File: config.mk
export PLATFORM = sky130hd
export DESIGN_NAME = pipe_ctrl_top
export DESIGN_NICKNAME = d
export VERILOG_FILES = /design/src/hw/rv32_pipe_pkg.sv /design/src/hw/insn_decode.sv /design/src/hw/pc_sequencer.sv /design/src/hw/pipe_ctrl_top.sv /design/src/hw/pipe_latches.sv /design/src/hw/stage3_hazard_unit.sv /design/src/hw/trap_ctrl.sv
export SDC_FILE = /design/constraint.sdc
export NUM_CORES = 1
export LEC_CHECK = 0
export ABC_AREA = 1
export BUFFER_PORTS_ARGS = -buffer_cell sky130_fd_sc_hd__buf_4
export CORE_AREA = 2 2 178 180
export DETAILED_ROUTE_END_ITERATION = 10
export DIE_AREA = 0 0 180 182
export SYNTH_ARGS = -nofsm -noshare
export SYNTH_HDL_FRONTEND = slang
export SYNTH_SLANG_ARGS = --single-unit
export TNS_END_PERCENT = 30
File: constraint.sdc
create_clock -name CLK -period 2.7 [get_ports CLK]
set_input_delay 0 -clock CLK [delete_from_list [all_inputs] [get_ports CLK]]
set_output_delay 0 -clock CLK [all_outputs]
set_load 0.005 [all_outputs]
File: src/hw/rv32_pipe_pkg.sv
// shared definitions for the rv32i pipeline control subsystem
// word and register index types, instruction union with two views
// opcodes, system funct12 values and trap cause codes
`default_nettype none

package rv32_pipe_pkg;

    typedef logic [31:0] word_t;    // pc, epc, instruction word
    typedef logic [4:0]  reg_idx_t;

    // one instruction word, read as r-type or i-type
    typedef union packed {
        struct packed {
            logic [6:0] funct7;
            reg_idx_t   rs2;
            reg_idx_t   rs1;
            logic [2:0] funct3;
            reg_idx_t   rd;
            logic [6:0] opcode;
        } rtype;
        struct packed {
            logic [11:0] imm12;     // also funct12 for system insns
            reg_idx_t    rs1;
            logic [2:0]  funct3;
            reg_idx_t    rd;
            logic [6:0]  opcode;
        } itype;
    } rv32_insn_t;

    // major opcodes
    localparam logic [6:0] OP_REG    = 7'b0110011;
    localparam logic [6:0] OP_IMM    = 7'b0010011;
    localparam logic [6:0] OP_LOAD   = 7'b0000011;
    localparam logic [6:0] OP_STORE  = 7'b0100011;
    localparam logic [6:0] OP_JAL    = 7'b1101111;
    localparam logic [6:0] OP_SYSTEM = 7'b1110011;

    // funct12 field of system insns
    localparam logic [11:0] F12_ECALL = 12'h000;
    localparam logic [11:0] F12_MRET  = 12'h302;

    // trap causes, interrupt additionally flagged by bit 3
    localparam logic [3:0] CAUSE_ILLEGAL = 4'd2;
    localparam logic [3:0] CAUSE_ECALL   = 4'd11;
    localparam logic [3:0] CAUSE_INTR    = 4'hB;

endpackage

`default_nettype wire

File: src/hw/insn_decode.sv
// instruction decoder for the fetch stage
// register indices, immediate and control flags from one word
`default_nettype none

module insn_decode (
    input  rv32_pipe_pkg::word_t    insn,
    output rv32_pipe_pkg::reg_idx_t rs1,
    output rv32_pipe_pkg::reg_idx_t rs2,
    output rv32_pipe_pkg::reg_idx_t rd,
    output rv32_pipe_pkg::word_t    imm,
    output logic                    reg_write,
    output logic                    dren,
    output logic                    dwen,
    output logic                    jump,
    output logic                    illegal,
    output logic                    ecall,
    output logic                    mret
);
    import rv32_pipe_pkg::*;

    rv32_insn_t u;          // same word, two views
    logic       sys_base;   // funct3 zero, no registers named

    assign u = insn;
    assign sys_base = (u.itype.funct3 == 3'b000) && (u.itype.rs1 == '0) && (u.itype.rd == '0);

    always_comb begin
        // defaults describe a bubble
        rs1       = '0;
        rs2       = '0;
        rd        = '0;
        imm       = {{20{u.itype.imm12[11]}}, u.itype.imm12};   // i-type sign extend
        reg_write = 1'b0;
        dren      = 1'b0;
        dwen      = 1'b0;
        jump      = 1'b0;
        illegal   = 1'b0;
        ecall     = 1'b0;
        mret      = 1'b0;
        case (u.rtype.opcode)
            OP_REG: begin
                rs1       = u.rtype.rs1;
                rs2       = u.rtype.rs2;    // only r-type and store read rs2
                rd        = u.rtype.rd;
                reg_write = 1'b1;
            end
            OP_IMM, OP_LOAD: begin
                rs1       = u.itype.rs1;
                rd        = u.itype.rd;
                reg_write = 1'b1;
                dren      = (u.itype.opcode == OP_LOAD);
            end
            OP_STORE: begin
                rs1  = u.rtype.rs1;
                rs2  = u.rtype.rs2;
                dwen = 1'b1;                // rd stays 0, no write
            end
            OP_JAL: begin
                rd        = u.itype.rd;     // link register
                reg_write = 1'b1;
                jump      = 1'b1;
                // j-type immediate rebuilt from the i-type fields
                imm = {{11{u.itype.imm12[11]}}, u.itype.imm12[11], u.itype.rs1,
                       u.itype.funct3, u.itype.imm12[0], u.itype.imm12[10:1], 1'b0};
            end
            OP_SYSTEM: begin
                ecall   = sys_base && (u.itype.imm12 == F12_ECALL);
                mret    = sys_base && (u.itype.imm12 == F12_MRET);
                illegal = !ecall && !mret;  // no csr ops, ebreak etc
            end
            default: illegal = 1'b1;
        endcase
    end

endmodule

`default_nettype wire

File: src/hw/pc_sequencer.sv
// program counter register
// next pc select: privilege redirect, jump target, pc + 4
`default_nettype none

module pc_sequencer #(
    parameter rv32_pipe_pkg::word_t RESET_PC = 32'h0000_0100
) (
    input  logic                 CLK,
    input  logic                 arst_n,
    input  logic                 pc_en,
    input  logic                 npc_sel,         // jal resolved in execute
    input  rv32_pipe_pkg::word_t jump_target,
    input  logic                 insert_priv_pc,  // trap or mret
    input  rv32_pipe_pkg::word_t priv_pc,
    output rv32_pipe_pkg::word_t pc
);
    import rv32_pipe_pkg::*;

    word_t next_pc;

    always_comb begin
        if (insert_priv_pc)
            next_pc = priv_pc;          // privilege redirect wins
        else if (npc_sel)
            next_pc = jump_target;
        else
            next_pc = pc + 32'd4;
    end

    always_ff @(posedge CLK, negedge arst_n) begin
        if (!arst_n)
            pc <= RESET_PC;
        else if (pc_en)
            pc <= next_pc;              // hold while fetch is stalled
    end

endmodule

`default_nettype wire

File: src/hw/pipe_ctrl_top.sv
// top of the pipeline control subsystem
// decoder, pc, latches, hazard unit and trap block, gated data strobes
`default_nettype none

module pipe_ctrl_top #(
    parameter rv32_pipe_pkg::word_t RESET_PC    = 32'h0000_0100,
    parameter rv32_pipe_pkg::word_t TRAP_VECTOR = 32'h0000_0040
) (
    input  logic                    CLK,
    input  logic                    arst_n,
    input  rv32_pipe_pkg::word_t    insn,
    input  logic                    i_mem_busy,
    input  logic                    d_mem_busy,
    input  logic                    ex_busy,
    input  logic                    halt,
    input  logic                    intr,
    output rv32_pipe_pkg::word_t    imem_addr,
    output logic                    dmem_ren,
    output logic                    dmem_wen,
    output logic                    retire_valid,
    output rv32_pipe_pkg::word_t    retire_pc,
    output rv32_pipe_pkg::reg_idx_t retire_rd,
    output logic                    trap_taken,
    output rv32_pipe_pkg::word_t    epc,
    output logic [3:0]              cause
);
    import rv32_pipe_pkg::*;

    word_t    pc, imm_d, imm_e, pc_e, pc_m, priv_pc;
    reg_idx_t rs1_d, rs2_d, rd_d, rs1_e, rs2_e, rd_m;
    logic     reg_write_d, dren_d, dwen_d, jump_d, illegal_d, ecall_d, mret_d;
    logic     valid_e, jump_e, valid_m, reg_write_m, dren_m, dwen_m;
    logic     illegal_m, ecall_m, mret_m;
    logic     pc_en, npc_sel, if_ex_stall, if_ex_flush, ex_mem_stall, ex_mem_flush;
    logic     suppress_data, retire, exception, intr_take, insert_pc, ret_pulse;

    assign imem_addr    = pc;
    assign dmem_ren     = valid_m && dren_m && !suppress_data;
    assign dmem_wen     = valid_m && dwen_m && !suppress_data;
    assign retire_valid = retire;
    assign retire_pc    = pc_m;
    assign retire_rd    = rd_m;

    insn_decode u_dec (
        .insn, .rs1(rs1_d), .rs2(rs2_d), .rd(rd_d), .imm(imm_d),
        .reg_write(reg_write_d), .dren(dren_d), .dwen(dwen_d), .jump(jump_d),
        .illegal(illegal_d), .ecall(ecall_d), .mret(mret_d)
    );

    pc_sequencer #(.RESET_PC(RESET_PC)) u_pc (
        .CLK, .arst_n, .pc_en, .npc_sel,
        .jump_target(pc_e + imm_e),     // jal target from execute
        .insert_priv_pc(insert_pc), .priv_pc, .pc
    );

    pipe_latches u_latch (
        .CLK, .arst_n, .rs1_d, .rs2_d, .rd_d, .imm_d, .reg_write_d, .dren_d,
        .dwen_d, .jump_d, .illegal_d, .ecall_d, .mret_d, .fetch_pc(pc),
        .if_ex_stall, .if_ex_flush, .ex_mem_stall, .ex_mem_flush,
        .valid_e, .pc_e, .rs1_e, .rs2_e, .imm_e, .jump_e,
        .valid_m, .pc_m, .rd_m, .reg_write_m, .dren_m, .dwen_m,
        .illegal_m, .ecall_m, .mret_m
    );

    stage3_hazard_unit u_hazard (
        .rs1_e, .rs2_e, .rd_m, .reg_write_m, .dren_m, .dwen_m, .jump_e,
        .valid_m, .valid_e, .exception, .intr_take, .ret_pulse, .insert_pc,
        .i_mem_busy, .d_mem_busy, .ex_busy, .halt,
        .pc_en, .npc_sel, .if_ex_stall, .if_ex_flush, .ex_mem_stall,
        .ex_mem_flush, .suppress_data, .retire
    );

    trap_ctrl #(.TRAP_VECTOR(TRAP_VECTOR)) u_trap (
        .CLK, .arst_n, .valid_m, .illegal_m, .ecall_m, .mret_m, .intr,
        .pc_m, .pc_e, .pc_f(pc), .valid_e,
        .stall_m(ex_mem_stall),         // no trap while memory holds
        .exception, .intr_take, .insert_pc, .ret_pulse, .priv_pc,
        .epc, .cause, .trap_taken
    );

endmodule

`default_nettype wire

File: src/hw/pipe_latches.sv
// if_ex and ex_mem pipeline registers
// control bits reset and flush to a bubble, payload only loads
`default_nettype none

module pipe_latches (
    input  logic                    CLK,
    input  logic                    arst_n,
    // decode fields of the fetched word
    input  rv32_pipe_pkg::reg_idx_t rs1_d,
    input  rv32_pipe_pkg::reg_idx_t rs2_d,
    input  rv32_pipe_pkg::reg_idx_t rd_d,
    input  rv32_pipe_pkg::word_t    imm_d,
    input  logic                    reg_write_d,
    input  logic                    dren_d,
    input  logic                    dwen_d,
    input  logic                    jump_d,
    input  logic                    illegal_d,
    input  logic                    ecall_d,
    input  logic                    mret_d,
    input  rv32_pipe_pkg::word_t    fetch_pc,
    input  logic                    if_ex_stall,
    input  logic                    if_ex_flush,
    input  logic                    ex_mem_stall,
    input  logic                    ex_mem_flush,
    // execute stage
    output logic                    valid_e,
    output rv32_pipe_pkg::word_t    pc_e,
    output rv32_pipe_pkg::reg_idx_t rs1_e,
    output rv32_pipe_pkg::reg_idx_t rs2_e,
    output rv32_pipe_pkg::word_t    imm_e,
    output logic                    jump_e,
    // memory stage
    output logic                    valid_m,
    output rv32_pipe_pkg::word_t    pc_m,
    output rv32_pipe_pkg::reg_idx_t rd_m,
    output logic                    reg_write_m,
    output logic                    dren_m,
    output logic                    dwen_m,
    output logic                    illegal_m,
    output logic                    ecall_m,
    output logic                    mret_m
);
    import rv32_pipe_pkg::*;

    // {valid, jump, reg_write, dren, dwen, illegal, ecall, mret}
    logic [7:0] ctrl_e;
    logic [6:0] ctrl_m;     // same minus jump
    reg_idx_t   rd_e;

    assign valid_e = ctrl_e[7];
    assign jump_e  = ctrl_e[6];
    assign {valid_m, reg_write_m, dren_m, dwen_m, illegal_m, ecall_m, mret_m} = ctrl_m;

    // control, flush beats stall
    always_ff @(posedge CLK, negedge arst_n) begin
        if (!arst_n) begin
            ctrl_e <= '0;
            ctrl_m <= '0;
        end else begin
            if (if_ex_flush)
                ctrl_e <= '0;
            else if (!if_ex_stall)  // fetch always valid, pending fetch is flushed
                ctrl_e <= {1'b1, jump_d, reg_write_d, dren_d, dwen_d, illegal_d, ecall_d, mret_d};
            if (ex_mem_flush)
                ctrl_m <= '0;
            else if (!ex_mem_stall)
                ctrl_m <= {ctrl_e[7], ctrl_e[5:0]};
        end
    end

    // payload, meaningless under a cleared valid
    always_ff @(posedge CLK) begin
        if (!if_ex_stall) begin
            pc_e  <= fetch_pc;
            rs1_e <= rs1_d;
            rs2_e <= rs2_d;
            rd_e  <= rd_d;
            imm_e <= imm_d;
        end
        if (!ex_mem_stall) begin
            pc_m <= pc_e;
            rd_m <= rd_e;
        end
    end

endmodule

`default_nettype wire

File: src/hw/stage3_hazard_unit.sv
// hazard unit of the three stage pipeline
// stall chain, flushes, pc enable, data suppression and retire
`default_nettype none

module stage3_hazard_unit (
    input  rv32_pipe_pkg::reg_idx_t rs1_e,
    input  rv32_pipe_pkg::reg_idx_t rs2_e,
    input  rv32_pipe_pkg::reg_idx_t rd_m,
    input  logic                    reg_write_m,
    input  logic                    dren_m,
    input  logic                    dwen_m,
    input  logic                    jump_e,
    input  logic                    valid_m,
    input  logic                    valid_e,
    input  logic                    exception,   // illegal or ecall in memory
    input  logic                    intr_take,
    input  logic                    ret_pulse,
    input  logic                    insert_pc,
    input  logic                    i_mem_busy,
    input  logic                    d_mem_busy,
    input  logic                    ex_busy,
    input  logic                    halt,
    output logic                    pc_en,
    output logic                    npc_sel,
    output logic                    if_ex_stall,
    output logic                    if_ex_flush,
    output logic                    ex_mem_stall,
    output logic                    ex_mem_flush,
    output logic                    suppress_data,
    output logic                    retire
);
    logic rs1_match;
    logic rs2_match;
    logic dmem_access;
    logic wait_for_imem;
    logic wait_for_dmem;
    logic mem_use_stall;
    logic branch_jump;
    logic ex_flush_hazard;

    // load in memory feeding the insn in execute, x0 never hazards
    assign rs1_match = (rs1_e == rd_m) && (rd_m != '0);
    assign rs2_match = (rs2_e == rd_m) && (rd_m != '0);
    assign mem_use_stall = valid_e && valid_m && reg_write_m && dren_m
                         && (rs1_match || rs2_match);   // no forward from mem

    assign dmem_access   = dren_m || dwen_m;
    assign suppress_data = exception;       // faulting insn touches no memory
    assign wait_for_imem = i_mem_busy;      // fetch requested every cycle
    assign wait_for_dmem = dmem_access && d_mem_busy && !suppress_data;

    // jal resolved in execute, only once memory can take it
    assign branch_jump = valid_e && jump_e && !ex_mem_stall;
    assign npc_sel     = branch_jump;

    // trap or mret in memory, never while memory holds
    assign ex_flush_hazard = ((exception || intr_take) && !ex_mem_stall) || ret_pulse;

    // memory slow or halted, everything holds
    assign ex_mem_stall = wait_for_dmem || halt;

    // stall of memory stalls execute too
    assign if_ex_stall = ex_mem_stall
                       || (ex_busy && !ex_flush_hazard && !branch_jump)
                       || mem_use_stall;                // one cycle, rd_m then clears

    assign if_ex_flush = ex_flush_hazard
                       || branch_jump                   // kill wrong-path fetch
                       || (wait_for_imem && !if_ex_stall);  // bubble for slow fetch

    // bubble into memory when execute holds but memory moves on
    assign ex_mem_flush = ex_flush_hazard
                        || (if_ex_stall && !ex_mem_stall);

    // pc moves when fetch hands off, or on any redirect
    assign pc_en = (!if_ex_stall && !wait_for_imem)
                 || branch_jump
                 || ex_flush_hazard
                 || insert_pc;

    assign retire = valid_m && !ex_mem_stall && !exception;

endmodule

`default_nettype wire

File: src/hw/trap_ctrl.sv
// reduced privilege block
// trap detect, epc and cause registers, trap and mret redirect
`default_nettype none

module trap_ctrl #(
    parameter rv32_pipe_pkg::word_t TRAP_VECTOR = 32'h0000_0040
) (
    input  logic                 CLK,
    input  logic                 arst_n,
    input  logic                 valid_m,
    input  logic                 illegal_m,
    input  logic                 ecall_m,
    input  logic                 mret_m,
    input  logic                 intr,
    input  rv32_pipe_pkg::word_t pc_m,
    input  rv32_pipe_pkg::word_t pc_e,
    input  rv32_pipe_pkg::word_t pc_f,
    input  logic                 valid_e,
    input  logic                 stall_m,
    output logic                 exception,
    output logic                 intr_take,
    output logic                 insert_pc,
    output logic                 ret_pulse,
    output rv32_pipe_pkg::word_t priv_pc,
    output rv32_pipe_pkg::word_t epc,
    output logic [3:0]           cause,
    output logic                 trap_taken
);
    import rv32_pipe_pkg::*;

    logic  intr_en;     // off from trap entry until mret
    logic  trap;
    word_t epc_next;

    assign exception = valid_m && (illegal_m || ecall_m);
    // exceptions and a retiring mret mask the interrupt
    assign intr_take = intr && intr_en && !exception && !(valid_m && mret_m) && !stall_m;
    assign ret_pulse = valid_m && mret_m && !stall_m;
    assign trap      = (exception && !stall_m) || intr_take;
    assign insert_pc = trap || ret_pulse;
    assign priv_pc   = trap ? TRAP_VECTOR : epc;

    // interrupt lets the memory insn finish, restart at the oldest one left
    assign epc_next = (valid_m && !intr_take) ? pc_m :
                      (valid_e ? pc_e : pc_f);

    always_ff @(posedge CLK, negedge arst_n) begin
        if (!arst_n) begin
            epc        <= '0;
            cause      <= '0;
            trap_taken <= 1'b0;
            intr_en    <= 1'b1;
        end else begin
            trap_taken <= trap;         // one cycle per trap
            if (trap) begin
                epc     <= epc_next;
                intr_en <= 1'b0;
                if (intr_take)
                    cause <= CAUSE_INTR | 4'b1000;
                else if (ecall_m)
                    cause <= CAUSE_ECALL;
                else
                    cause <= CAUSE_ILLEGAL;
            end else if (ret_pulse) begin
                intr_en <= 1'b1;        // back to the interrupted code
            end
        end
    end

endmodule

`default_nettype wire

==> impl_metrics.ini <==
[global_routing]
grt_overflow = 0
antenna_found_initial = 1
grtUsageTotal = 0.2558
grt_pass1_wl_um = 63740
grt_max_degree = 60
grt_pass1_vias = 10710

[cts]
cts.sinks = 188
cts_tree = done
cts-root-buf = clkbuf_16
clkTransAtPathRegs_ns = 0.07
cts.htree.levels = 4
cts_buffers = 17
clockBufferDepth = 2
clock_latency_ns = 0.44

[power_and_ir_drop]
seqPwrFrac = 0.433
power.density_mw_per_mm2 = 723.1
p_comb_frac = 0.323
internal_power_mw = 6.440
leakagePower_nw = 6.920
switching_power_mw = 3.850
irDropWorstVdd_mv = 0.3692
clockPowerShare = 0.244
swShare = 0.3742

[sta]
whs_ns = 0.1113
finalSetupViolCount = 0
clock_skew_ns = 0.009307
min_period_ns = 2.480
hold_violations = 0
setup_tns_ns = 0
max_freq_mhz = 403.2
final.period_utilization = 0.9186
rsz0062_at_grt = no
relSlewSlack = 0.4053
drv_slew = 0
worstMarginPinSlew_ns = 0.8920

[setup_path]
slowest_stage = fa_2
crit_path_start_kind = flop
worstReg2RegEnd = u_pc.pc[16]
worstRegToRegCells = 14
slowest_delay_ns = 0.45
critical_path.endpoint_type = flop
cp-startpoint = u_latch.pc_e[0]
cp_max_fo = 5
crit_arrival_ns = 2.80
rrSetupSlack_ns = 0.22
rr_startpoint = u_latch.pc_e[0]
crit_path_cell_trace = ha_1 > fa_2 > nand3_1 > nand3_2 > nand3_1 > nand3_1 > nand2_1 > nand2_1 > nand2_1 > nand3_1 > nand3_1 > nand2_1 > nand2_1 > nand2_1
critPathKind = reg2reg
crit_required_ns = 3.02
crit_end = u_pc.pc[16]
cp_common_cell = nand2_1

[logic_synthesis]
syn_area_per_cell_um2 = 7.494
yosysWarnings = 0
synthArstFlopShare = 0.4415
yosysSeqAreaShare = 0.4516
netlist_area_mm2 = 0.01159
synth_nets = 1618
synth_ff_type = edfxtp_1
synthCells = 1546
synth-edff-count = 105
ys_types = 48
synth_seq_cells = 188

[placed_design]
hpwl_um = 32110
port_buffers = 146
placed_area_mm2 = 0.01330
gp_congestion = 0.9716

[final_layout]
post-route-util = 0.4593
drive_gt1_frac = 0.1447
synthToLayoutAreaGrowth_pct = 22.83
design_area_mm2 = 0.01423
diodes = 0
final_nets = 1814

[detailed_routing]
viasPerCell = 5.155
vias = 11120
initialDrtViolationCount = 1165
drt_drc_violations_left = 0
wl_per_cell_um = 19.28
drt-total-wl_um = 41580
ant_nets = 0
drt-pass1-iter-count = 7

[run]
maxCapViolations = 0

[die]
die_y_um = 182
start_util = 0.3739
ios = 148
die_area_mm2 = 0.03276
fp.dieW_um = 180
rows = 65
fp.coreArea_mm2 = 0.03099

[worst_hold_path]
hold_class = in2reg

[status]
status = finished, final reports clean
-- power by group through the flow --
| stage | clock network (mW) | registers [mW] | logic [mW] |
|---|---|---|---|
| after floorplan | 0 | 4.18 | 1.85 |
| after global placement | 0 | 4.50 | 3.24 |
| after detailed placement | 0 | 4.51 | 3.26 |
| after CTS | 2.53 | 4.45 | 3.32 |
| after global routing | 2.66 | 4.52 | 3.74 |
| final | 2.51 | 4.46 | 3.32 |
-- sequential cells by signal, indices dropped and copies added (netlist names), 7 cells and up --
register,flops
u_latch.pc_e,32
u_trap.epc,32
u_pc.pc,32
u_latch.ctrl_m,7
u_latch.imm_e,21
u_latch.ctrl_e,8
u_latch.pc_m,32
-- kinds of logic (layout without fill, tap and decap cells) --
logic type / count (synthesis) / in the layout / share of synthesized area
AO/OA/AOI/OAI: 190 / 190 / 0.09428
XOR/XNOR: 33 / 33 / 0.02495
adder cells (fa/ha/maj): 33 / 33 / 0.03628
flip-flops: 188 / 188 / 0.4516
other: 1 / 1 / 0.0003237
AND/OR/NAND/NOR: 827 / 827 / 0.2986
buffers and inverters: 274 / 483 / 0.09395
-- area by class of cell --
| cell class | count | area (um^2) |
|---|---|---|
| Fill cell | 3074 | 16750 |
| Tap cell | 402 | 503.0 |
| Multi-Input combinational cell | 1084 | 5283 |
| Timing Repair Buffer | 222 | 1792 |
| Sequential cell | 188 | 5234 |
| Clock buffer | 17 | 425.4 |
| Clock inverter | 15 | 135.1 |
| Inverter | 229 | 859.6 |
-- routing by layer --
| layer | part of all wire | global-route usage |
|---|---|---|
| met5 | 0 | 0 |
| met3 | 0.051 | 0.03209 |
| met4 | 0.034 | 0.1011 |
| met2 | 0.48 | 0.4356 |
| met1 | 0.43 | 0.3314 |
-- synth_stat cells (2+ instances only) --
master      n  area share
buf_2      18      0.0078
clkbuf_1   20      0.0065
o21a_1      2      0.0013
o31ai_1     3      0.0019
buf_6       3      0.0029
nand3_2     2      0.0017
nand3_1   100       0.043
and3_1      2      0.0011
o22ai_1     3      0.0016
o21ai_0    64       0.028
xnor2_1     8      0.0060
a21boi_1    2      0.0013
o211ai_1   18       0.012
o21ai_1    42       0.018
nor3_1     28       0.012
or2_2       4      0.0022
and2_1      3      0.0016
inv_2       9      0.0029
nand4_1    33       0.018
o311ai_0    2      0.0015
a21oi_1    33       0.014
xor2_1     25       0.019
nand2_2     3      0.0016
a21boi_0    9      0.0058
nand2_1   520        0.17
ha_1       32       0.035
nor2_1    118       0.038
nor4_1      5      0.0027
nand3b_1    2      0.0013
nor3b_1     2      0.0013
dfstp_2     2      0.0045
edfxtp_1  105        0.27
inv_1     219       0.071
buf_4       4      0.0026
a31oi_1     7      0.0038
nand2_4     2      0.0019
dfrtp_1    81        0.17
-- placed cells by master (no fill, tap or decap), types with 4 or more instances in the layout --
cell type,count
edfxtp_1,105
ha_1,31
clkbuf_16,17
inv_2,9
o21ai_0,63
inv_6,7
a21oi_1,33
o211ai_1,18
nand2_1,520
xnor2_1,8
buf_4,184
o21ai_1,43
nand3_1,99
dfrtp_1,80
nand4_1,33
dlygate4sd3_1,35
nor4_1,5
a21boi_0,9
or2_2,4
nor2_1,115
inv_1,219
nor3_1,28
xor2_1,25
clkinv_2,5
nor2_2,4
a31oi_1,7
-- how the worst min path moves through the flow --
stage	start	to	slack, ns	cells after the start
floorplan	arst_n	u_latch.ctrl_e[0]	-0.30	0
global route	intr	u_trap.cause[0]	0.12	5
CTS	intr	u_trap.cause[0]	0.09	5
detailed placement	arst_n	u_pc.pc[29]	0.16	1
finish	i_mem_busy	u_latch.ctrl_e[5]	0.11	5
global placement	arst_n	u_pc.pc[25]	0.17	1
-- through the flow --
stage | cells | setup WS (ns) | total power, mW
global route | 2157 | 0.03392 | 10.92
finish | 2157 | 0.2199 | 10.29
global placement | 2089 | 0.01613 | 7.743
detailed placement | 2089 | 0.04061 | 7.768
floorplan | 1546 | 0.009307 | 6.029
CTS | 2156 | 0.02768 | 10.30
-- critical path, delay by kind of cell (launching register included) --
kind | cells | cell delay (ns)
DFF | 1 | 0.43
and+or+nand+nor | 12 | 1.15
adders and majority gates | 2 | 0.77
-- what timing repair did --
item	4_1_cts	5_1_grt
gates resized for setup	0	7
setup endpoints to repair	0	11
hold buffers	35	0
hold endpoints to repair	96	0
buffers inserted	0	1
(Power assumes the default switching activity.)
